### src/soc_bus_pkg.sv
package soc_bus_pkg;

	typedef logic [31:0]  addr_t;
	typedef logic [31:0]  data_t;
	typedef logic [3:0]   strb_t;
	typedef logic [1:0]   resp_t;
	typedef logic [127:0] line_t;
	typedef logic [15:0]  mask_t;
	typedef logic [7:0]   line_addr_t;
	typedef logic [3:0]   led_t;

	// AXI response codes
	localparam resp_t RESP_OKAY   = 2'd0;
	localparam resp_t RESP_SLVERR = 2'd2;
	localparam resp_t RESP_DECERR = 2'd3;

	// address map
	localparam addr_t APB_ADDR_BASE = 32'h1fe0_0000;
	localparam addr_t APB_ADDR_END  = 32'h1fe0_ffff;
	localparam addr_t MEM_ADDR_BASE = 32'h0000_0000;
	localparam addr_t MEM_ADDR_END  = 32'h0000_0fff;   // 4 KB, 256 lines

	// offsets inside the APB window
	localparam addr_t LED_REG_OFS     = 32'h0000_0000;
	localparam addr_t SCRATCH_REG_OFS = 32'h0000_0004;

	typedef enum logic [1:0] {
		DEC_IDLE,
		DEC_BUSY,   // address phase, then waiting on the target
		DEC_RESP
	} dec_state_t;

	typedef enum logic [1:0] {
		APB_IDLE,
		APB_SETUP,
		APB_ACCESS
	} apb_state_t;

endpackage

### src/apb_led_regs.sv
`timescale 1ns/10ps

module apb_led_regs (
	input  logic                clk,
	input  logic                rst,

	input  logic                psel,
	input  logic                penable,
	input  logic                pwrite,
	input  soc_bus_pkg::addr_t  paddr,
	input  soc_bus_pkg::data_t  pwdata,
	input  soc_bus_pkg::strb_t  pstrb,
	output soc_bus_pkg::data_t  prdata,
	output logic                pslverr,
	output logic                pready,

	output soc_bus_pkg::led_t   led
);
	import soc_bus_pkg::*;

	led_t  led_reg;
	data_t scratch;
	logic  sel_led;
	logic  sel_scratch;
	logic  wr_en;

	assign sel_led     = (paddr == LED_REG_OFS);
	assign sel_scratch = (paddr == SCRATCH_REG_OFS);
	assign wr_en       = psel && penable && pwrite;

	assign pready  = 1'b1;   // no wait states
	assign pslverr = psel && !sel_led && !sel_scratch;
	assign led     = led_reg;

	always_comb begin
		if (sel_led)
			prdata = {28'd0, led_reg};
		else if (sel_scratch)
			prdata = scratch;
		else
			prdata = '0;
	end

	always_ff @(posedge clk) begin
		if (rst) begin
			led_reg <= '0;
			scratch <= '0;
		end else if (wr_en) begin
			if (sel_led && pstrb[0])
				led_reg <= pwdata[3:0];
			if (sel_scratch) begin
				for (int i = 0; i < 4; i++)
					if (pstrb[i])
						scratch[i*8 +: 8] <= pwdata[i*8 +: 8];
			end
		end
	end

endmodule

### config.mk
export PLATFORM = sky130hd
export DESIGN_NAME = apb_led_regs
export DESIGN_NICKNAME = d
export VERILOG_FILES = /design/src/soc_bus_pkg.sv /design/src/apb_led_regs.sv
export SDC_FILE = /design/constraint.sdc
export NUM_CORES = 1
export LEC_CHECK = 0
export BUFFER_PORTS_ARGS = -buffer_cell sky130_fd_sc_hd__buf_2
export CORE_ASPECT_RATIO = 1.1
export CORE_MARGIN = 2
export CORE_UTILIZATION = 30
export CTS_CLUSTER_DIAMETER = 40
export DETAILED_ROUTE_END_ITERATION = 7
export HOLD_SLACK_MARGIN = 0.08
export PLACE_DENSITY = 0.63
export SLEW_MARGIN = 20
export SYNTH_ARGS = -nofsm -noshare
export SYNTH_HDL_FRONTEND = slang
export SYNTH_SLANG_ARGS = --single-unit
### constraint.sdc
create_clock -name clk -period 1.33 [get_ports clk]
set_clock_uncertainty 0.2 [all_clocks]
set_input_delay 0 -clock clk [delete_from_list [all_inputs] [get_ports clk]]
set_output_delay 0 -clock clk [all_outputs]
set_load 0.01 [all_outputs]
# Word-level counts from Yosys, hierarchy flattened
# Index checks and enable logic that the tools add are counted.
# classes
add_sub_neg,0
multipliers,0
n_div,0
order_cmp,0
eq_ne,1
n_shift,0
mux,2
n_bitwise,0
reduce_logical,13
# ops
operator,n
2-to-1 mux 32 bit,2
equality test 32 x 3 -> 1 bit (second input constant),1
zero test 32 bit,1
AND reduction 3 bit,4
logical AND 1 bit,5
zero test 1 bit,2
AND reduction 2 bit,1
# totals
regBits,36
latch_bits,0
ram_bits,0
rom_bits,0
input_bits,73
out_inout_bits,38
word_cells,21
memories,0

# Logic depth before layout (Yosys ltp)
# depth
ltp_word,4
mapped_depth,7

# Least setup slack after synthesis
# No wires, ideal clock.
# synth_timing
path_type,input -> output
startpoint,input paddr[12]
endpoint,output prdata[10]
t_arrival_ns,1.181
required_time_ns,1.130
slack_ns,-0.051
path_stages,7
n_path_buf,3
cell_sequence,nor4_1 and4_1 buf_4 and3_1 buf_4 buf_6 and2_1
# synth_via
elab_chain_len,3
word_cells_on_any_way,4
# synth_lines
item,line_no,rtl
start: declaration,apb_led_regs.sv:10,"input soc_bus_pkg::addr_t paddr,"
equality test 32 x 3 -> 1 bit,apb_led_regs.sv:28,assign sel_scratch = (paddr == SCRATCH_REG_OFS);
2-to-1 mux 32 bit,apb_led_regs.sv:38,else if (sel_scratch)
2-to-1 mux 32 bit *,apb_led_regs.sv:36,if (sel_led)
end: declaration,apb_led_regs.sv:13,"output soc_bus_pkg::data_t prdata,"
# Mark *: on every way between the ends. The rest lies on a longest branch, timed or not.

# Final worst setup path
# layout_timing
startpoint,input paddr[12]
endpoint,output prdata[17]
# Same word-level chain as after synthesis.

==> results.yml <==
global_routing:
  number_of_antenna_violations_at_the_first_check_in_global_routing: 0
  number_of_global_route_vias_before_repair: 2238
  grt_first_pass_wirelength_um: 10550
  grt_usage_pct: 18.79
  grt_overflow_total: 0
  grt_start_max_net_pins: 33
final_layout:
  num-nets-final: 454
  most-common-layout-cells: "sky130_fd_sc_hd__buf_2 (63), sky130_fd_sc_hd__buf_6 (56), sky130_fd_sc_hd__dfxtp_1 (36)"
  syn2layout_area_growth_pct: 92.10
  mostFrequentLayoutCell: "sky130_fd_sc_hd__buf_2"
  postLayoutCellArea_mm2: 0.003774
  finish.utilization_pct: 60.20
  largest_register_ffs: 32
  final_layout_size_suffix_gt1_share_pct: 51.05
  insertedDiodeCount: 0
drt:
  detail_route.wirelength_um: 7570
  vias: 2469
  dr.first_iter.drc_count: 81
  dr.pass1.iters: 4
  detail-route-antenna-nets: 0
  wl_per_cell_um: 16.39
  route.detailed.drc: 0
  route.detailed.vias_per_inst: 5.344
clocking:
  tritoncts.num_buffers: 5
  number_of_h_tree_levels: 2
  ctsRootBufferMaster: "sky130_fd_sc_hd__clkbuf_8"
  cts_sinks: 36
  clock_tree_from_tritoncts: "yes"
  worst_skew_pair.late_latency_ns: 0.28
  cts_max_path_buffers: 2
floorplanning:
  floorplan.io_pins: 111
  fp.dieH_um: 88.87
  row_count: 30
  core_area_mm2: 0.006269
  dieWidth_um: 81.16
  die_area_mm2: 0.007212
  effective_utilization_at_floorplan_pct: 31.34
sta:
  whs_ns: 0.09600
  fmax_mhz: 645.9
  rsz_0062_raised_after_global_routing: "true"
  post-route-period-util_pct: 116.4
  setup_ws_ns: -0.2182
  timing_worst_slew_pin_value_ns: 0.5135
  final_max_slew_viol_count: 0
  hold_violations: 0
  setup_violations: 42
  post-route-min-period_ns: 1.548
  slew-limit-headroom_pct: 65.67
place:
  port-buffer-count: 109
  place_worst_setup_slack_ns: -0.2770
  final_weighted_congestion_in_routability_driven_placement: 0.7937
  placement.cell_area_mm2: 0.002755
  dp.final_hpwl_um: 4524
power_and_ir_drop:
  leakage_nw: 1.507
  power.density_cell_area_mw_per_mm2: 586.7
  worst_ir_drop_vdd_mv: 0.4687
  total_power_w: 0.002214
yosys:
  synth-adder-area-share_pct: 0
  syn-instance-count: 235
  synthXorXnorAreaFrac_pct: 0
  post_synth_mux_area_share_pct: 4.076
  post_synth_and_or_nand_nor_area_fraction_pct: 31.46
  ys_ff_latch: 36
  synthesis.area_per_instance_um2: 8.359
  synth_nets: 308
  yosysSeqAreaShare_pct: 36.69
  post_synth_cell_types: 21
  synth_top_family_by_area: "simple AND/OR/NAND/NOR gates"
  synth-compound-area-share_pct: 20.38
  syn-cell-area_mm2: 0.001964
  synth_warnings: 0
worst_setup_path:
  regToRegSetupSlack_ns: 0.39
  end_kind: "primary output"
  critPathKind: "in -> out"
  startpoint_class: "primary input"
  critical_path_peak_fanout: 7
  crit_top_cell: "sky130_fd_sc_hd__buf_6"
  worstPathRequired_ns: 1.13
  slowest_delay_ns: 0.28
  worstPathArrival_ns: 1.35
  worstPathCellList: "buf_6 > nor4_4 > and4_4 > and3_4 > clkbuf_16 > and2_4 > buf_6"
  crit_slowest_cell: "sky130_fd_sc_hd__nor4_4"
run_status:
  status: "finished with violations"
  failed_checks: "negative setup slack"
run:
  max_cap_violations: 0
hold_path:
  timing.hold.worst.class: "in -> out"
critical path: cells and delay by family:
kind	cells	cell delay, ns
buffers and inverters	3	0.37
AND/OR/NAND/NOR	4	0.97
timing repair:
item,in CTS,in global routing
gates resized for setup,53,46
gates cloned,0,5
endpoints found under the setup margin,33,69
hold buffers,34,0
hold endpoints to repair,36,0
setup buffers,6,3
pin swaps,5,39
metal layers:
layer	vias up	global-route usage [%]	share of wire, %
met4	0	4.006	0.67
met3	6	3.367	4.9
met5	-	0	0
li1	1182	-	-
met1	1180	22.31	41
met2	101	35.09	53
cell type report:
cell class	instances	area (µm²)
Clock buffer	7	86.33
Clock inverter	1	7.507
Fill cell	514	2495
Multi-Input combinational cell	171	1395
Sequential cell	36	720.7
Tap cell	80	100.1
Timing Repair Buffer	167	1464
metrics by stage:
step	setup TNS, ns	instances
3_5_place_dp	-16.27	411
6_report	-5.716	462
3_3_place_gp	-14.73	411
4_1_cts	-5.821	459
5_1_grt	-9.202	462
2_1_floorplan	0	235
cell usage after synthesis:
cell type / number / share of area (%)
sky130_fd_sc_hd__nand3_1: 4 / 1.0
sky130_fd_sc_hd__nor4_2: 3 / 1.9
sky130_fd_sc_hd__and3_1: 6 / 1.9
sky130_fd_sc_hd__mux2i_1: 8 / 4.1
sky130_fd_sc_hd__o31ai_1: 32 / 12
sky130_fd_sc_hd__nand2b_1: 8 / 2.5
sky130_fd_sc_hd__buf_6: 2 / 1.1
sky130_fd_sc_hd__a21oi_1: 32 / 8.2
sky130_fd_sc_hd__and2_1: 29 / 9.2
sky130_fd_sc_hd__nor2b_1: 1 / 0.32
sky130_fd_sc_hd__conb_1: 1 / 0.19
sky130_fd_sc_hd__buf_2: 8 / 2.0
sky130_fd_sc_hd__nand2_1: 1 / 0.19
sky130_fd_sc_hd__and4_1: 2 / 0.89
sky130_fd_sc_hd__nor4_1: 4 / 1.3
sky130_fd_sc_hd__clkbuf_1: 15 / 2.9
sky130_fd_sc_hd__nor3_1: 1 / 0.25
sky130_fd_sc_hd__nand4_1: 35 / 11
sky130_fd_sc_hd__nor2_1: 4 / 0.76
sky130_fd_sc_hd__dfxtp_1: 36 / 37
sky130_fd_sc_hd__buf_4: 3 / 1.1
path summary, 6_finish.rpt:
| path | startpoint | end | cells past startpoint |
|---|---|---|---|
| max | paddr[12] | prdata[17] | 7 |
| max reg2reg | scratch[23]$_SDFFE_PP0P_ | scratch[23]$_SDFFE_PP0P_ | 2 |
| min reg2reg | scratch[9]$_SDFFE_PP0P_ | scratch[9]$_SDFFE_PP0P_ | 2 |
| min | psel | pslverr | 3 |
power breakdown:
group,switching [W],internal [W],total (W),leakage (nW)
logic,0.000127,0.000202,0.000329,1.17
registers,0.0000000000000207,0.00108,0.00108,0.290
clock network,0.000387,0.000421,0.000808,0.0445
total,0.000514,0.00170,0.00221,1.51
logic make-up (layout without fill, tap and decap cells):
group	after synthesis	in the layout
AND/OR/NAND/NOR	98	98
flip-flops	36	36
buffers and inverters	28	175
other	1	1
AO/OA/AOI/OAI	64	64
multiplexers	8	8
(Power assumes the default switching activity.)
