$ cat src/soc_bus_pkg.sv
package soc_bus_pkg;

	typedef logic [31:0]  addr_t;
	typedef logic [31:0]  data_t;
	typedef logic [3:0]   strb_t;
	typedef logic [1:0]   resp_t;
	typedef logic [127:0] line_t;
	typedef logic [15:0]  mask_t;
	typedef logic [7:0]   line_addr_t;
	typedef logic [3:0]   led_t;

	// AXI response codes
	localparam resp_t RESP_OKAY   = 2'd0;
	localparam resp_t RESP_SLVERR = 2'd2;
	localparam resp_t RESP_DECERR = 2'd3;

	// address map
	localparam addr_t APB_ADDR_BASE = 32'h1fe0_0000;
	localparam addr_t APB_ADDR_END  = 32'h1fe0_ffff;
	localparam addr_t MEM_ADDR_BASE = 32'h0000_0000;
	localparam addr_t MEM_ADDR_END  = 32'h0000_0fff;   // 4 KB, 256 lines

	// offsets inside the APB window
	localparam addr_t LED_REG_OFS     = 32'h0000_0000;
	localparam addr_t SCRATCH_REG_OFS = 32'h0000_0004;

	typedef enum logic [1:0] {
		DEC_IDLE,
		DEC_BUSY,   // address phase, then waiting on the target
		DEC_RESP
	} dec_state_t;

	typedef enum logic [1:0] {
		APB_IDLE,
		APB_SETUP,
		APB_ACCESS
	} apb_state_t;

endpackage

$ cat src/axil_width_adapter.sv
`timescale 1ns/10ps

module axil_width_adapter (
	input  logic                    clk,
	input  logic                    rst,

	input  logic                    mem_req,
	input  logic                    req_we,
	input  soc_bus_pkg::addr_t      req_addr,
	input  soc_bus_pkg::data_t      req_wdata,
	input  soc_bus_pkg::strb_t      req_wstrb,
	output logic                    mem_done,
	output soc_bus_pkg::data_t      mem_rdata,

	output logic                    ram_en,
	output logic                    ram_we,
	output soc_bus_pkg::line_addr_t ram_addr,
	output soc_bus_pkg::mask_t      ram_wmask,
	output soc_bus_pkg::line_t      ram_wdata,
	input  soc_bus_pkg::line_t      ram_rdata
);
	import soc_bus_pkg::*;

	logic [1:0] cnt;    // cycles until done
	logic [1:0] lane;   // word lane of the read in flight
	logic [1:0] req_lane;
	logic       start;

	assign req_lane  = req_addr[3:2];
	assign start     = mem_req && (cnt == 2'd0);
	assign mem_done  = (cnt == 2'd1);
	assign mem_rdata = ram_rdata[lane*32 +: 32];

	always_ff @(posedge clk) begin
		if (rst) begin
			cnt    <= 2'd0;
			ram_en <= 1'b0;
		end else begin
			ram_en <= start;
			if (start)
				cnt <= req_we ? 2'd1 : 2'd2;   // read waits on the RAM
			else if (cnt != 2'd0)
				cnt <= cnt - 2'd1;
		end
	end

	always_ff @(posedge clk) begin
		if (start) begin
			ram_we    <= req_we;
			ram_addr  <= req_addr[11:4];
			ram_wmask <= mask_t'(req_wstrb) << {req_lane, 2'b00};
			ram_wdata <= {4{req_wdata}};   // same word in every lane
			lane      <= req_lane;
		end
	end

endmodule

$ cat config.mk
export PLATFORM = sky130hd
export DESIGN_NAME = axil_width_adapter
export DESIGN_NICKNAME = d
export VERILOG_FILES = /design/src/soc_bus_pkg.sv /design/src/axil_width_adapter.sv
export SDC_FILE = /design/constraint.sdc
export NUM_CORES = 1
export LEC_CHECK = 0
export ABC_CLOCK_PERIOD_IN_PS = 6200
export BUFFER_PORTS_ARGS = -buffer_cell sky130_fd_sc_hd__buf_2
export CAP_MARGIN = 10
export CORE_AREA = 2 2 150 152
export CTS_CLUSTER_DIAMETER = 120
export DETAILED_ROUTE_END_ITERATION = 8
export DIE_AREA = 0 0 152 154
export SKIP_CTS_REPAIR_TIMING = 1
export SYNTH_ARGS = -nofsm -noshare
export SYNTH_HDL_FRONTEND = slang
export SYNTH_SLANG_ARGS = --single-unit
$ cat constraint.sdc
create_clock -name clk -period 6.2 [get_ports clk]
set_input_delay 1.86 -clock clk [delete_from_list [all_inputs] [get_ports clk]]
set_output_delay 1.86 -clock clk [all_outputs]
set_load 0.03 [all_outputs]
**Yosys cells after proc, flatten, opt, wreduce, memory -nomap -nowiden**

Index checks and enable logic that the tools add are counted.

- $lt $le $gt $ge: 0
- Bitwise gates (word level): 0
- $mul: 0
- Divide/modulo/power cells: 0
- Reduce and logical (&&, ||, !) cells: 4
- Equality and inequality tests: 1
- Shifts and indexed selects: 2
- Mux-type cells: 3
- Add/sub/neg operators: 1

Operators with widths:

| kind | number |
|---|---|
| variable part select 128 x 8 -> 32 bit | 1 |
| left shift 4 x 4 -> 16 bit | 1 |
| two-way mux 2 bit | 3 |
| nonzero test 2 bit | 2 |
| equality test 2 x 1 -> 1 bit (second input constant) | 1 |
| logical NOT 2 bit | 1 |
| subtractor 2 x 1 -> 2 bit (second input constant) | 1 |
| logical AND 1 bit | 1 |

- Memory bits (writable): 0
- Input bits: 200
- Memory bits (read-only): 0
- Memories kept: 0
- Output and inout bits: 187
- Register bits: 158
- Latch bits: 0
- Logic and storage cells: 18

**Depth between registers and ports, before layout**

- Depth after elaboration: 3
- Mapped depth: 4
- Depth with buffers taken out: 4

**Worst setup path after synthesis**

OpenSTA, ideal clock, no wires.

- Path type: input -> output
- Start: in ram_rdata[56]
- End: out mem_rdata[24]
- Required time: 4.340 ns
- Data arrival time: 2.509 ns
- Stages on the path: 1
- Setup slack: 1.831 ns
- Path buffers: 0
- Cell sequence: mux4_1

- Longest elaborated chain between the ends: 1

RTL lines:

| element | line | source |
|---|---|---|
| from (decl) | axil_width_adapter.sv:20 | `input soc_bus_pkg::line_t ram_rdata` |
| variable part select 128 x 8 -> 32 bit | axil_width_adapter.sv:32 | `assign mem_rdata = ram_rdata[lane*32 +: 32];` |
| to (decl) | axil_width_adapter.sv:13 | `output soc_bus_pkg::data_t mem_rdata,` |

No other way between the ends.

**Worst setup path after layout**

- Start: in ram_rdata[45]
- End: out mem_rdata[13]

The elaborated chain is that of the path after synthesis.

==> impl_metrics.json <==
{
  "cp_slowest_cell": "mux4_2",
  "worst_slew_pin_slew_ns": 0.639,
  "maxCapViolCount": 0,
  "p_leak_uw": 0.00249,
  "cp_cell_sequence": "buf_2, mux4_2, buf_2",
  "routedWlPerCell_um": 15.2,
  "die_w_um": 152,
  "power_frac_comb_pct": 42.9,
  "dr_wl_met2_mm": 6.58,
  "hold_depth": 2,
  "rr_worst_depth": 4,
  "crit_family": "multiplexers",
  "worstSetupStartpointType": "input pin",
  "finalWirelength_mm": 12.0,
  "critPathArrivalTime_ns": 2.65,
  "intPower_uw": 1110,
  "clk_pin_slew_ns": 0.06,
  "period_share_pct": 72.7,
  "dpl_worst_slack_ns": 1.68,
  "cts_tree": "yes",
  "initial_core_util_pct": 16.5,
  "clockBufferDepth": 2,
  "crit_path_max_incr_delay_ns": 0.47,
  "status": "complete, no violations",
  "maxSlewHeadroom_pct": 57.4,
  "grt_setup_unrepaired": "false",
  "grt_max_degree": 37,
  "fillers": 2317,
  "whs_endpoint": "cnt[0]",
  "clock_sinks": 62,
  "fin_total_pwr_uw": 1920,
  "finalMaxSlewViolations": 0,
  "cp_num_buf_inv": 2,
  "clockRootBuffer": "clkbuf_16",
  "wl_met3_um": 842,
  "grt_pass1_wl_mm": 17.0,
  "sequentialPowerShare_pct": 30.8,
  "num_io_pins": 387,
  "portBuffers": 364,
  "synth-seq-area-share_pct": 51.3,
  "grtUsageTotal_pct": 9.74,
  "core-area_um2": 21700,
  "yosys_register_bits": 62,
  "syn_area_per_cell_um2": 15.6,
  "netSwitchingPower_uw": 811,
  "r2r_slack_ns": 4.07,
  "die_y_um": 154,
  "vias": 2870,
  "num-nets-final": 706,
  "met1Wirelength_mm": 4.28,
  "max_freq_mhz": 222,
  "yosysTopAreaCell": "edfxtp_1",
  "cts_max_level": 3,
  "drt_iter0_drc": 130,
  "top_layer_used": "met5",
  "stdcell_count": 791,
  "skew_ns": 0.00422,
  "vdd_drop_max_v": 0.000140,
  "p_sw_share_pct": 42.3,
  "fin_setup_tns_ns": 0,
  "setup_viol": 0,
  "worst_setup_path_end_kind": "output port",
  "hpwl_mm": 10.0,
  "ant_nets": 0,
  "hold_viol": 0,
  "reg2reg_to": "ram_wdata[102]",
  "ys_warn_count": 0,
  "hold_path.class": "flop to flop",
  "syn_area_um2": 3570,
  "dieArea_um2": 23400,
  "overflow": 0,
  "powerDensity_nw_per_um2": 365,
  "rows": 54,
  "synth_fp_nets": 431,
  "clockPowerShare_pct": 26.3,
  "layout-area-overhead-vs-synth_pct": 47.4,
  "vias_per_cell": 3.63,
  "cts_made_buffers": 9,
  "layout-drive-gt1-share_pct": 81.5,
  "grt_pass1_vias": 2887,
  "crit_fanout": 1,
  "cp.required_ns": 4.34,
  "synth_area_leaders": "edfxtp_1 50%, buf_4 20%, mux4_2 19%, and2_1 2.3%, buf_12 1.7%",
  "synth_top_area_share_pct": 49.6,
  "cp_common_cell": "buf_2",
  "gp_congestion": 0.721,
  "r2r-start": "cnt[0]",
  "drt_first_pass_iters": 4,
  "dp_cells": 773,
  "syn_inst": 229,
  "antenna_found_initial": 3,
  "worstSetupPathType": "input pin to output port",
  "finalCriticalPeriod_ns": 4.51,
  "yosysUniqueCellTypes": 20,
  "clk_latency_ns": 0.33,
  "setup_ws_ns": 1.69,
  "drc_errors": 0,
  "hp-start": "cnt[0]"
}
area by class of cell:
type	instances	area (um^2)	area share (%)
diodes	2	5.00	0.0951
clock buffers	9	225	4.28
clock inverters	7	72.6	1.38
inverters	2	7.51	0.143
multi-input cells	62	926	17.6
flip-flops and latches	62	1830	34.8
well taps	280	350	6.66
repair buffers	367	1840	35.0
per-layer routing:
layer	vias to the layer above	GRT usage, %
li1	1313	-
met1	1355	10.3
met2	180	17.9
met3	20	2.85
met4	2	4.45
met5	-	0
layout by cell type (no fill, tap or decap):
master      instances
nand2b_1            1
mux4_2             30
buf_2             364
inv_1               2
nor2_1              1
or2_2               1
clkinv_2            2
clkinv_4            1
diode_2             2
ha_1                2
nor2b_1             3
clkinvlp_4          2
dfxtp_1             3
nand2_1             1
o211ai_1            1
and2_1             12
bufinv_16           1
mux4_1              2
buf_4               3
and3_1              4
inv_6               1
a311oi_1            1
clkbuf_16           9
and2_2              1
a21oi_1             2
edfxtp_1           59
worst register-to-register path, stage by stage, from the launching register on:
cell and delay (ns):
dfxtp_1 0.31, inv_1 0.09, ha_1 0.22, and2_2 0.59
buf_4 0.54
stage by stage:
stage	instance area (um^2)	util, %	hold slack (ns)
finish	5260	24.3	0.533
global route	5260	24.3	0.586
CTS	5260	24.2	0.540
detailed placement	4960	22.9	0.535
global placement	4960	22.9	0.520
floorplan	3570	-	0.488
synthesized netlist by cell type, drive strengths merged:
library cell and instances:
buf 103, edfxtp 59, mux4 32, and2 13, and3 4, dfxtp 3
nor2b 3, a21oi 2, ha 2, inv 2, a311oi 1, nand2 1
nand2b 1, nor2 1, o211ai 1, or2 1
logic make-up (layout without fill, tap and decap cells):
kind of cell               Yosys count  in the layout  synth area share (%)
adders and majority gates            2              2                 0.701
buffers and inverters              105            385                  22.8
DFF                                 62             62                  51.3
other                                0              2                     0
muxes                               32             32                  20.4
and+or+nand+nor                     24             24                  4.06
AOI/OAI and AO/OA                    4              4                 0.736
flip-flops by register name, summed over array words and instances, names as in the netlist:
signal and cells:
ram_addr 8, lane 2, ram_en 1, ram_wmask 16
ram_wdata 32, ram_we 1, cnt 2
worst max path at each step:
stage	from	end	cells past startpoint	slack, ns
after CTS	ram_rdata[13]	mem_rdata[13]	3	1.68
after floorplan	ram_rdata[56]	mem_rdata[24]	1	1.83
after global placement	ram_rdata[13]	mem_rdata[13]	3	1.68
final	ram_rdata[45]	mem_rdata[13]	3	1.69
after detailed placement	ram_rdata[13]	mem_rdata[13]	3	1.68
after global routing	ram_rdata[13]	mem_rdata[13]	3	1.69
power by group through the flow:
stage                     combinational (uW)  clock (uW)  sequential (uW)
after floorplan                          576           0              722
after global placement                   832           0              598
after detailed placement                 836           0              600
after CTS                                836         532              593
after global routing                     864         549              602
final                                    823         505              591
Power figures use the tool's default switching activity.
