--- src/soc_bus_pkg.sv ---
package soc_bus_pkg;

	typedef logic [31:0]  addr_t;
	typedef logic [31:0]  data_t;
	typedef logic [3:0]   strb_t;
	typedef logic [1:0]   resp_t;
	typedef logic [127:0] line_t;
	typedef logic [15:0]  mask_t;
	typedef logic [7:0]   line_addr_t;
	typedef logic [3:0]   led_t;

	// AXI response codes
	localparam resp_t RESP_OKAY   = 2'd0;
	localparam resp_t RESP_SLVERR = 2'd2;
	localparam resp_t RESP_DECERR = 2'd3;

	// address map
	localparam addr_t APB_ADDR_BASE = 32'h1fe0_0000;
	localparam addr_t APB_ADDR_END  = 32'h1fe0_ffff;
	localparam addr_t MEM_ADDR_BASE = 32'h0000_0000;
	localparam addr_t MEM_ADDR_END  = 32'h0000_0fff;   // 4 KB, 256 lines

	// offsets inside the APB window
	localparam addr_t LED_REG_OFS     = 32'h0000_0000;
	localparam addr_t SCRATCH_REG_OFS = 32'h0000_0004;

	typedef enum logic [1:0] {
		DEC_IDLE,
		DEC_BUSY,   // address phase, then waiting on the target
		DEC_RESP
	} dec_state_t;

	typedef enum logic [1:0] {
		APB_IDLE,
		APB_SETUP,
		APB_ACCESS
	} apb_state_t;

endpackage

--- src/axil_decoder.sv ---
`timescale 1ns/10ps

module axil_decoder (
	input  logic                clk,
	input  logic                rst,

	input  soc_bus_pkg::addr_t  s_axi_awaddr,
	input  logic                s_axi_awvalid,
	output logic                s_axi_awready,
	input  soc_bus_pkg::data_t  s_axi_wdata,
	input  soc_bus_pkg::strb_t  s_axi_wstrb,
	input  logic                s_axi_wvalid,
	output logic                s_axi_wready,
	output soc_bus_pkg::resp_t  s_axi_bresp,
	output logic                s_axi_bvalid,
	input  logic                s_axi_bready,
	input  soc_bus_pkg::addr_t  s_axi_araddr,
	input  logic                s_axi_arvalid,
	output logic                s_axi_arready,
	output soc_bus_pkg::data_t  s_axi_rdata,
	output soc_bus_pkg::resp_t  s_axi_rresp,
	output logic                s_axi_rvalid,
	input  logic                s_axi_rready,

	output logic                apb_req,
	input  logic                apb_done,
	input  soc_bus_pkg::data_t  apb_rdata,
	input  logic                apb_err,
	output logic                mem_req,
	input  logic                mem_done,
	input  soc_bus_pkg::data_t  mem_rdata,

	output logic                req_we,
	output soc_bus_pkg::addr_t  req_addr,
	output soc_bus_pkg::data_t  req_wdata,
	output soc_bus_pkg::strb_t  req_wstrb
);
	import soc_bus_pkg::*;

	dec_state_t state;
	logic       apb_hit;
	logic       mem_hit;
	logic       handshake;
	logic       finish;
	resp_t      resp;
	data_t      rdata_next;

	assign apb_hit = (req_addr >= APB_ADDR_BASE) && (req_addr <= APB_ADDR_END);
	assign mem_hit = (req_addr >= MEM_ADDR_BASE) && (req_addr <= MEM_ADDR_END);

	assign handshake = s_axi_awready || s_axi_arready;   // first busy cycle
	// no select raised after the handshake means the address missed
	assign finish = apb_done || mem_done || (!apb_req && !mem_req);

	always_comb begin
		if (apb_done && apb_err)
			resp = RESP_SLVERR;
		else if (!apb_req && !mem_req)
			resp = RESP_DECERR;
		else
			resp = RESP_OKAY;
	end

	always_comb begin
		if (apb_done)
			rdata_next = apb_rdata;
		else if (mem_done)
			rdata_next = mem_rdata;
		else
			rdata_next = '0;   // decode miss
	end

	always_ff @(posedge clk) begin
		if (rst) begin
			state         <= DEC_IDLE;
			s_axi_awready <= 1'b0;
			s_axi_wready  <= 1'b0;
			s_axi_arready <= 1'b0;
			s_axi_bvalid  <= 1'b0;
			s_axi_rvalid  <= 1'b0;
			apb_req       <= 1'b0;
			mem_req       <= 1'b0;
		end else begin
			case (state)
			DEC_IDLE: begin
				if (s_axi_awvalid && s_axi_wvalid) begin   // writes win
					s_axi_awready <= 1'b1;
					s_axi_wready  <= 1'b1;
					state         <= DEC_BUSY;
				end else if (s_axi_arvalid) begin
					s_axi_arready <= 1'b1;
					state         <= DEC_BUSY;
				end
			end
			DEC_BUSY: begin
				if (handshake) begin
					s_axi_awready <= 1'b0;
					s_axi_wready  <= 1'b0;
					s_axi_arready <= 1'b0;
					apb_req       <= apb_hit;
					mem_req       <= mem_hit;
				end else if (finish) begin
					apb_req <= 1'b0;
					mem_req <= 1'b0;
					if (req_we)
						s_axi_bvalid <= 1'b1;
					else
						s_axi_rvalid <= 1'b1;
					state <= DEC_RESP;
				end
			end
			DEC_RESP: begin
				if ((s_axi_bvalid && s_axi_bready) || (s_axi_rvalid && s_axi_rready)) begin
					s_axi_bvalid <= 1'b0;
					s_axi_rvalid <= 1'b0;
					state        <= DEC_IDLE;
				end
			end
			default: state <= DEC_IDLE;
			endcase
		end
	end

	// request and response payload
	always_ff @(posedge clk) begin
		if (state == DEC_IDLE) begin
			if (s_axi_awvalid && s_axi_wvalid) begin
				req_we    <= 1'b1;
				req_addr  <= s_axi_awaddr;
				req_wdata <= s_axi_wdata;
				req_wstrb <= s_axi_wstrb;
			end else if (s_axi_arvalid) begin
				req_we   <= 1'b0;
				req_addr <= s_axi_araddr;
			end
		end
		if (state == DEC_BUSY && !handshake && finish) begin
			if (req_we) begin
				s_axi_bresp <= resp;
			end else begin
				s_axi_rresp <= resp;
				s_axi_rdata <= rdata_next;
			end
		end
	end

endmodule

--- config.mk ---
export PLATFORM = sky130hd
export DESIGN_NAME = axil_decoder
export DESIGN_NICKNAME = d
export VERILOG_FILES = /design/src/soc_bus_pkg.sv /design/src/axil_decoder.sv
export SDC_FILE = /design/constraint.sdc
export NUM_CORES = 1
export LEC_CHECK = 0
export ABC_AREA = 1
export BUFFER_PORTS_ARGS = -buffer_cell sky130_fd_sc_hd__buf_2
export CAP_MARGIN = 40
export CORE_AREA = 3 3 110 112
export CTS_BUF_LIST = sky130_fd_sc_hd__clkbuf_2 sky130_fd_sc_hd__clkbuf_4 sky130_fd_sc_hd__clkbuf_8
export DETAILED_ROUTE_END_ITERATION = 7
export DIE_AREA = 0 0 113 115
export HOLD_SLACK_MARGIN = 0.02
export MAX_ROUTING_LAYER = met4
export PLACE_DENSITY_LB_ADDON = 0.3
export SYNTH_ARGS = -nofsm -noshare
export SYNTH_HDL_FRONTEND = slang
export SYNTH_SLANG_ARGS = --single-unit
--- constraint.sdc ---
create_clock -name clk -period 3.4 [get_ports clk]
set_input_delay 0.34 -clock clk [delete_from_list [all_inputs] [get_ports clk]]
set_output_delay 0.34 -clock clk [all_outputs]
set_load 0.02 [all_outputs]
# Yosys cells after proc, flatten, opt, wreduce, memory -nomap -nowiden
# Cells that the tools add are included.
[classes] n_lt_le_gt_ge=4 reduce_logical=31 n_bitwise=1 eq_ne=12 muxes=31
[op_table] cell="$mux W32" n=4
[op_table] cell="$ge A32 B1 Y1 const B" n=1
[op_table] cell="$ge A32 B29 Y1 const B" n=1
[op_table] cell="$le A32 B12 Y1 const B" n=1
[op_table] cell="$le A32 B29 Y1 const B" n=1
[op_table] cell="$ne A2 B2 Y1 const B" n=9
[op_table] cell="$mux W1" n=15
[op_table] cell="$mux W2" n=7
[op_table] cell="$reduce_and A2 Y1" n=5
[op_table] cell="$reduce_and A5 Y1" n=2
[op_table] cell="$logic_and A1 B1 Y1" n=9
[op_table] cell="$pmux W1 S2" n=4
[op_table] cell="$reduce_and A4 Y1" n=2
[op_table] cell="$reduce_bool A2 Y1" n=4
[op_table] cell="$pmux W2 S3" n=1
[op_table] cell="$logic_or A1 B1 Y1" n=4
[op_table] cell="$logic_not A1 Y1" n=3
[op_table] cell="$ne A3 B3 Y1 const B" n=1
[op_table] cell="$reduce_and A3 Y1" n=1
[op_table] cell="$eq A2 B1 Y1 const B" n=1
[op_table] cell="$eq A2 B2 Y1 const B" n=1
[op_table] cell="$logic_not A2 Y1" n=1
[op_table] cell="$not A1 Y1" n=1
[word_totals] register_bits=113

# Depth between registers and ports, before layout
# Gate-level depths: netlist (run 1).
[logic_depth] depth_word=6 mapped_depth=8 depth_no_buf=8

# Worst setup path after synthesis (run 1)
# No wires, ideal clock.
[synth_timing] kind="register to register" startpoint="register apb_req" endpoint="register s_axi_rdata[0], enable pin" n_path_buf=0 t_arrival_ps=2145 setup_slack_ps=830 path_stages_with_launch=6 path_cell_list="dfxtp_1 inv_1 nand2_1 nand2_1 nand3_1 nor2_1"
[synth_between] elab_chain_cells=5
[synth_rtl] element="from (decl)" line="axil_decoder.sv:25" rtl="output logic apb_req,"
[synth_rtl] element="from (signal assigned)" line="axil_decoder.sv:100" rtl="apb_req <= apb_hit;"
[synth_rtl] element="$logic_not A1 Y1" line="axil_decoder.sv:53" rtl="assign finish = apb_done || mem_done || (!apb_req && !mem_req);"
[synth_rtl] element="$logic_and A1 B1 Y1" line="axil_decoder.sv:53"
[synth_rtl] element="$logic_or A1 B1 Y1" line="axil_decoder.sv:53"
[synth_rtl] element="$logic_and A1 B1 Y1" line="axil_decoder.sv:137" rtl="if (state == DEC_BUSY && !handshake && finish) begin"
[synth_rtl] element="$reduce_and A2 Y1 (no source line)"
[synth_rtl] element="to (signal assigned)" line="axil_decoder.sv:142" rtl="s_axi_rdata <= rdata_next;"
[synth_rtl] element="to (decl)" line="axil_decoder.sv:20" rtl="output soc_bus_pkg::data_t s_axi_rdata,"
# Every way passes these cells.
# A chain may end at the register's enable or synchronous reset.

# Final worst setup path (run 1)
[layout_timing] startpoint="register state[0]" endpoint="register s_axi_rdata[19], enable pin"
[layout_between] elab_chain_cells=4
[layout_rtl] element="from (decl)" line="axil_decoder.sv:40" rtl="dec_state_t state;"
[layout_rtl] element="from (signal assigned)" line="axil_decoder.sv:75" rtl="state <= DEC_IDLE;"
[layout_rtl] element="from (signal assigned)" line="axil_decoder.sv:89" rtl="state <= DEC_BUSY;"
[layout_rtl] element="from (signal assigned)" line="axil_decoder.sv:92" rtl="state <= DEC_BUSY;"
[layout_rtl] element="$eq A2 B1 Y1" line="axil_decoder.sv:137"
[layout_rtl] element="$logic_and A1 B1 Y1 (2 in series)" line="axil_decoder.sv:137"
[layout_rtl] element="$reduce_and A2 Y1 (no source line)"
# Every way passes these cells.

==> results.toml, run 1 <==
[synth]
synthTopCellsByArea = "edfxtp_1, nand2_1, nand3_1"
ys_warn_count = 0
syn_nets = 603
ys_top_cells_by_count = "nand2_1, edfxtp_1, nand3_1, nor2_1, inv_1"
synth_top_area_share_pct = 68.0
postSynth.asyncResetShare_pct = 0
synth_top_area_cell = "edfxtp_1"
yosys-mux-area-fraction_pct = 0
ys_seq_area_share_pct = 71.5
synth_edf_count = 105
postSynthCellCount = 429
post_synth.cell_area_avg_um2 = 10.8
synth_compound_area_share_pct = 1.16
synth-seq-cells = 113
synth_xor_area_share_pct = 0
synth_ff_type = "edfxtp_1"
synthAdderAreaFrac_pct = 0
ys_types = 23
yosysMostFrequentCell = "nand2_1"
synth_top_family_by_area = "simple AND/OR/NAND/NOR gates"
yosys.area_share.simple_pct = 23.3
synth_area_um2 = 4630

[worst_setup_path]
worst_r2r_endpoint = "s_axi_rdata[19]"
slowest_delay_ps = 400
crit_chain = "nand2_2 > inv_2 > nand3_1 > nor2_4 > buf_16"
criticalPathCategory = "reg -> reg"
worstSetupEndpoint = "s_axi_rdata[19]"
worst-path-stages = 5
cp_max_fo = 23
reg2reg_slack_ps = 1710
cp-startpoint = "state[0]"
cp.arrival_ps = 1810
crit_slowest_cell = "dfxtp_1"
path_delay_family = "simple AND/OR/NAND/NOR gates"
r2r-start = "state[0]"
worst_ep_required_time_ps = 3520
reg2reg_depth = 5
path_buf_inv = 2
end_kind = "flip-flop"
cp-start-kind = "flip-flop"

[finish]
drive_gt1_share_pct = 45.8
area_delta_synth_final_pct = 43.9
antenna_cells = 0
nets = 894
utilization_pct = 58.9

[timing]
clock.fmax_mhz = 591
worst_pin_slew_ps = 636
max_slew_margin_pct = 57.6
finalSetupTns_ps = 0
period_share_pct = 49.8
clock_skew_ps = 9.51
setup_viol = 0
drv_slew = 0
finalCriticalPeriod_ps = 1690
hold_viol_final = 0
holdWs_ps = 96.3
rsz0062_at_grt = "no"

[clock_network]
clk_latency_ps = 410
ctsLongestPathBuffers = 2
cts_buffers = 17
cts-resized-gates = 0
cts_sinks = 113
clk_pin_slew_ps = 70
cts_max_level = 4
ctsHoldBuffers = 0
cts-root-buf = "clkbuf_8"
cts_tree = "built"
postCtsSetupRepairBufs = 0

[min_path]
hold_class = "in -> reg"

[routing]
dr.pass1.iters = 4
dr_total_vias = 3992
drtIter0Drc = 197
drtAntennaViolNets = 0
avgViaCountPerCell = 4.56
drc = 0
routed_wl_um = 12200
wl_per_cell_um = 13.9

[outcome]
status = "finished, final reports clean"

[global_routing]
antenna_found_initial = 0
grt_pass1_wl_um = 17800
grt.overflow.total = 0
grt_max_degree = 36
grt_use_total_pct = 18.5
grt_pass1_vias = 3747

[floorplanning]
io_pins = 286
coreArea_um2 = 11300
dieArea_um2 = 13000
die_h_um = 115
start_util_pct = 40.9
fp.dieW_um = 113
num_rows = 39

[power_and_ir_drop]
p_per_area_nw_per_um2 = 541
ir_worst_vdd_mv = 0.262
p_total_w = 0.00361
p_leak_nw = 3.22

[run]
maxCapViolCount = 0

[placement]
portBuffers = 285
gp_congestion = 0.869
dp_hpwl_um = 9490
==> final cells by class <==
class                      count  area [um2]
multi-input combinational    272        1160
sequential                   113        3310
inverter                      26        97.6
clock inverter                15         180
clock buffer                  17         234
timing repair buffer         290        1510
tap                          143         179
fill                         970        4650
==> per-stage QoR <==
stage | cells | area (um2) | worst slack (ps)
after floorplan | 429 | 4630 | 830
after global placement | 841 | 6190 | 1130
after detailed placement | 844 | 6250 | 1330
after CTS | 876 | 6670 | 1710
after global routing | 876 | 6670 | 1590
final | 876 | 6670 | 1710
==> layer usage <==
metal / vias to the layer above / wire length, um / global-route usage, %
li1: 2004 / - / -
met1: 1782 / 4390 / 19.1
met2: 190 / 6440 / 32.7
met3: 16 / 1170 / 6.32
met4: 0 / 189 / 6.73
met5: - / 0 / -
==> kinds of logic after synthesis <==
| group | count (synthesis) |
|---|---|
| buf+inv | 44 |
| simple gates | 263 |
| flops | 113 |
| compound gates | 9 |
==> where the power goes <==
group | internal (W) | leakage [nW] | switching (W) | total [W]
logic | 0.000214 | 1.97 | 0.000378 | 0.000592
clock network | 0.000733 | 0.205 | 0.000567 | 0.00130
registers | 0.00167 | 1.05 | 0.0000472 | 0.00171
total | 0.00261 | 3.22 | 0.000993 | 0.00361
==> registers in the layout, summed over array words and instances (netlist names) <==
name / cells
s_axi_arready: 1
s_axi_rresp: 2
state: 2
req_wstrb: 4
s_axi_bresp: 2
s_axi_bvalid: 1
mem_req: 1
s_axi_rvalid: 1
apb_req: 1
req_we: 1
s_axi_wready: 1
req_wdata: 32
s_axi_rdata: 32
req_addr: 32
==> worst min path at each step <==
stage / startpoint / to / slack, ps / cells after the start
2_1_floorplan: rst / mem_req / 400 / 1
3_3_place_gp: s_axi_rvalid / s_axi_rvalid / 460 / 2
3_5_place_dp: s_axi_rvalid / s_axi_rvalid / 460 / 2
4_1_cts: s_axi_wdata[22] / req_wdata[22] / 60 / 1
5_1_grt: s_axi_wdata[4] / req_wdata[4] / 50 / 1
6_report: s_axi_wdata[22] / req_wdata[22] / 100 / 1
==> cell usage in the layout, fill, tap and decap left out, types with 3 or more instances in the layout <==
master	n
nor2_1	20
bufinv_16	3
clkbuf_8	17
a21oi_1	3
nand3_1	41
inv_2	4
inv_6	5
edfxtp_1	105
nand2_1	188
nor2_4	6
dfxtp_1	8
buf_2	285
nand2_2	3
inv_1	22
Power figures use the tool's default switching activity.
==> run 2: changes to the inputs <==
==> constraint.sdc (replaced) <==
create_clock -name clk -period 1.75 [get_ports clk]
set_input_delay 0.175 -clock clk [delete_from_list [all_inputs] [get_ports clk]]
set_output_delay 0.175 -clock clk [all_outputs]
set_load 0.02 [all_outputs]
==> run 2 against run 1 <==
Net effect:
- sequential share of layout area fell by 7.6 points
- critical path depth did not move
- final cell count rose by 14%
- die area did not move
- cell area rose by 18%
- flip-flop and latch count did not move
- setup slack got worse by 1500 ps
- combinational power rose by 140%
- critical path type unchanged
- critical endpoint is now s_axi_rdata[21]
==> results.toml, run 2 (synthesized netlist as in run 1, its figures left out) <==
[outcome]
status = "finished, final reports clean"

[routing]
drc = 0
drtIter0Drc = 208
dr.pass1.iters = 7
wl_per_cell_um = 15.1
avgViaCountPerCell = 4.68
routed_wl_um = 15100
dr_total_vias = 4662
drtAntennaViolNets = 0

[power_and_ir_drop]
p_per_area_nw_per_um2 = 936
p_leak_nw = 3.74
power_switching_share_pct = 26.6
ir_worst_vdd_mv = 0.586
internal-power_w = 0.00542
p_total_w = 0.00737
power.share.clock_pct = 35.5
p_comb_share_pct = 19.2
p_sw_w = 0.00196
p_seq_share_pct = 45.3

[finish]
reg.largest.list = "req_addr x32, req_wdata x32, s_axi_rdata x32"
final_cell_mix = "buf_2, nand2_1, dlygate4sd3_1"
regArea_um2 = 3310
layout_commonest_cell = "buf_2"
multiInputGateArea_um2 = 1160
utilization_pct = 69.6
drive_gt1_share_pct = 39.5
nets = 1014
fillers = 794
area_delta_synth_final_pct = 69.9
fin_cells = 997

[floorplanning]
fp.dieW_um = 113
start_util_pct = 40.9
dieArea_um2 = 13000
num_rows = 39
die_h_um = 115
coreArea_um2 = 11300
io_pins = 286

[clock_network]
cts_buffers = 17
ctsLongestPathBuffers = 2
cts_max_level = 4
clk_pin_slew_ps = 70
clk_latency_ps = 420
cts-root-buf = "clkbuf_8"
cts_sinks = 113
cts-resized-gates = 0
cts_tree = "built"

[min_path]
hold_path_depth = 3
hold_class = "in -> reg"

[global_routing]
antenna_found_initial = 1
grt_max_degree = 38
grt_use_total_pct = 23.3
grt.overflow.total = 0
grt_pass1_wl_um = 22300
grt_pass1_vias = 4590

[worst_setup_path]
crit_chain = "nand2_2 > inv_2 > nand3_1 > nor2_4 > buf_12"
cp-start-kind = "flip-flop"
crit_slowest_cell = "dfxtp_1"
cp.arrival_ps = 1620
cp_max_fo = 34
criticalPathCategory = "reg -> reg"
worst_ep_required_time_ps = 1860
end_kind = "flip-flop"
path_delay_family = "flip-flops"
slowest_delay_ps = 440
path_buf_inv = 2
worst-path-stages = 5
reg2reg_depth = 5

[run]
maxCapViolCount = 0

[timing]
rsz0062_at_grt = "no"
period_share_pct = 86.0
worst_pin_slew_ps = 555
max_slew_margin_pct = 63.0
finalSetupTns_ps = 0
setup_viol = 0
finalCriticalPeriod_ps = 1500
holdWs_ps = 47.5
clock.fmax_mhz = 664
clock_skew_ps = 8.45
hold_viol_final = 0
drv_slew = 0

[placement]
dp_hpwl_um = 9870
gp_congestion = 0.795
portBuffers = 285
dpl.cell_count = 846
run 2: cell count changes in the layout (fill, tap and decap cells not counted):
cell,before,now
clkinv_1,1,2
buf_16,1,0
clkbuf_4,0,1
dlygate4sd3_1,0,118
buf_12,2,3
diode_2,0,1
bufinv_16,3,4
buf_4,2,4
inv_6,5,2
run 2: power groups by stage:
stage / clock [W] / sequential (W) / combinational [W]
after floorplan: 0 / 0.00366 / 0.000369
after global placement: 0 / 0.00338 / 0.00114
after detailed placement: 0 / 0.00340 / 0.00116
after CTS: 0.00267 / 0.00334 / 0.00140
after global routing: 0.00282 / 0.00336 / 0.00153
final: 0.00262 / 0.00334 / 0.00142
run 2: timing repair:
| item | in CTS | in global routing |
|---|---|---|
| hold buffers | 118 | 0 |
| buffers inserted | 0 | 0 |
| endpoints found under the hold margin | 92 | 0 |
| setup endpoints to repair | 0 | 0 |
run 2: per-stage QoR:
stage | area, um2 | worst slack, ps
2_1_floorplan | 4660 | 80.2
3_3_place_gp | 6260 | 356
3_5_place_dp | 6260 | 315
4_1_cts | 7870 | 272
5_1_grt | 7880 | 159
6_report | 7880 | 245
run 2: routing by layer:
| layer | vias up | track usage (%) | part of all wire, % |
|---|---|---|---|
| met5 | - | - | 0 |
| met4 | 0 | 8.01 | 1.8 |
| met3 | 24 | 7.11 | 9.4 |
| met2 | 274 | 41.8 | 53 |
| met1 | 2111 | 24.4 | 36 |
| li1 | 2253 | - | - |
run 2: tightest hold or removal path, stage by stage:
cell     delay (ps)
buf_2            80
nand2_1          40
nand2_1          60
run 2: area by class of cell:
| cell class | instances | area share (%) |
|---|---|---|
| Tap cell | 143 | 2.27 |
| Multi-Input combinational cell | 272 | 14.7 |
| Antenna cell | 1 | 0.0318 |
| Clock buffer | 18 | 3.07 |
| Inverter | 26 | 1.24 |
| Clock inverter | 14 | 2.38 |
| Timing Repair Buffer | 410 | 34.3 |
| Sequential cell | 113 | 42.1 |
run 2: worst paths after layout:
kind / startpoint / to / slack [ps]
worst max-delay path: state[0] / s_axi_rdata[21] / 250
worst min-delay path: apb_rdata[18] / s_axi_rdata[18] / 50
worst max register to register: state[0] / s_axi_rdata[21] / 250
worst min register to register: s_axi_rvalid / s_axi_rvalid / 480
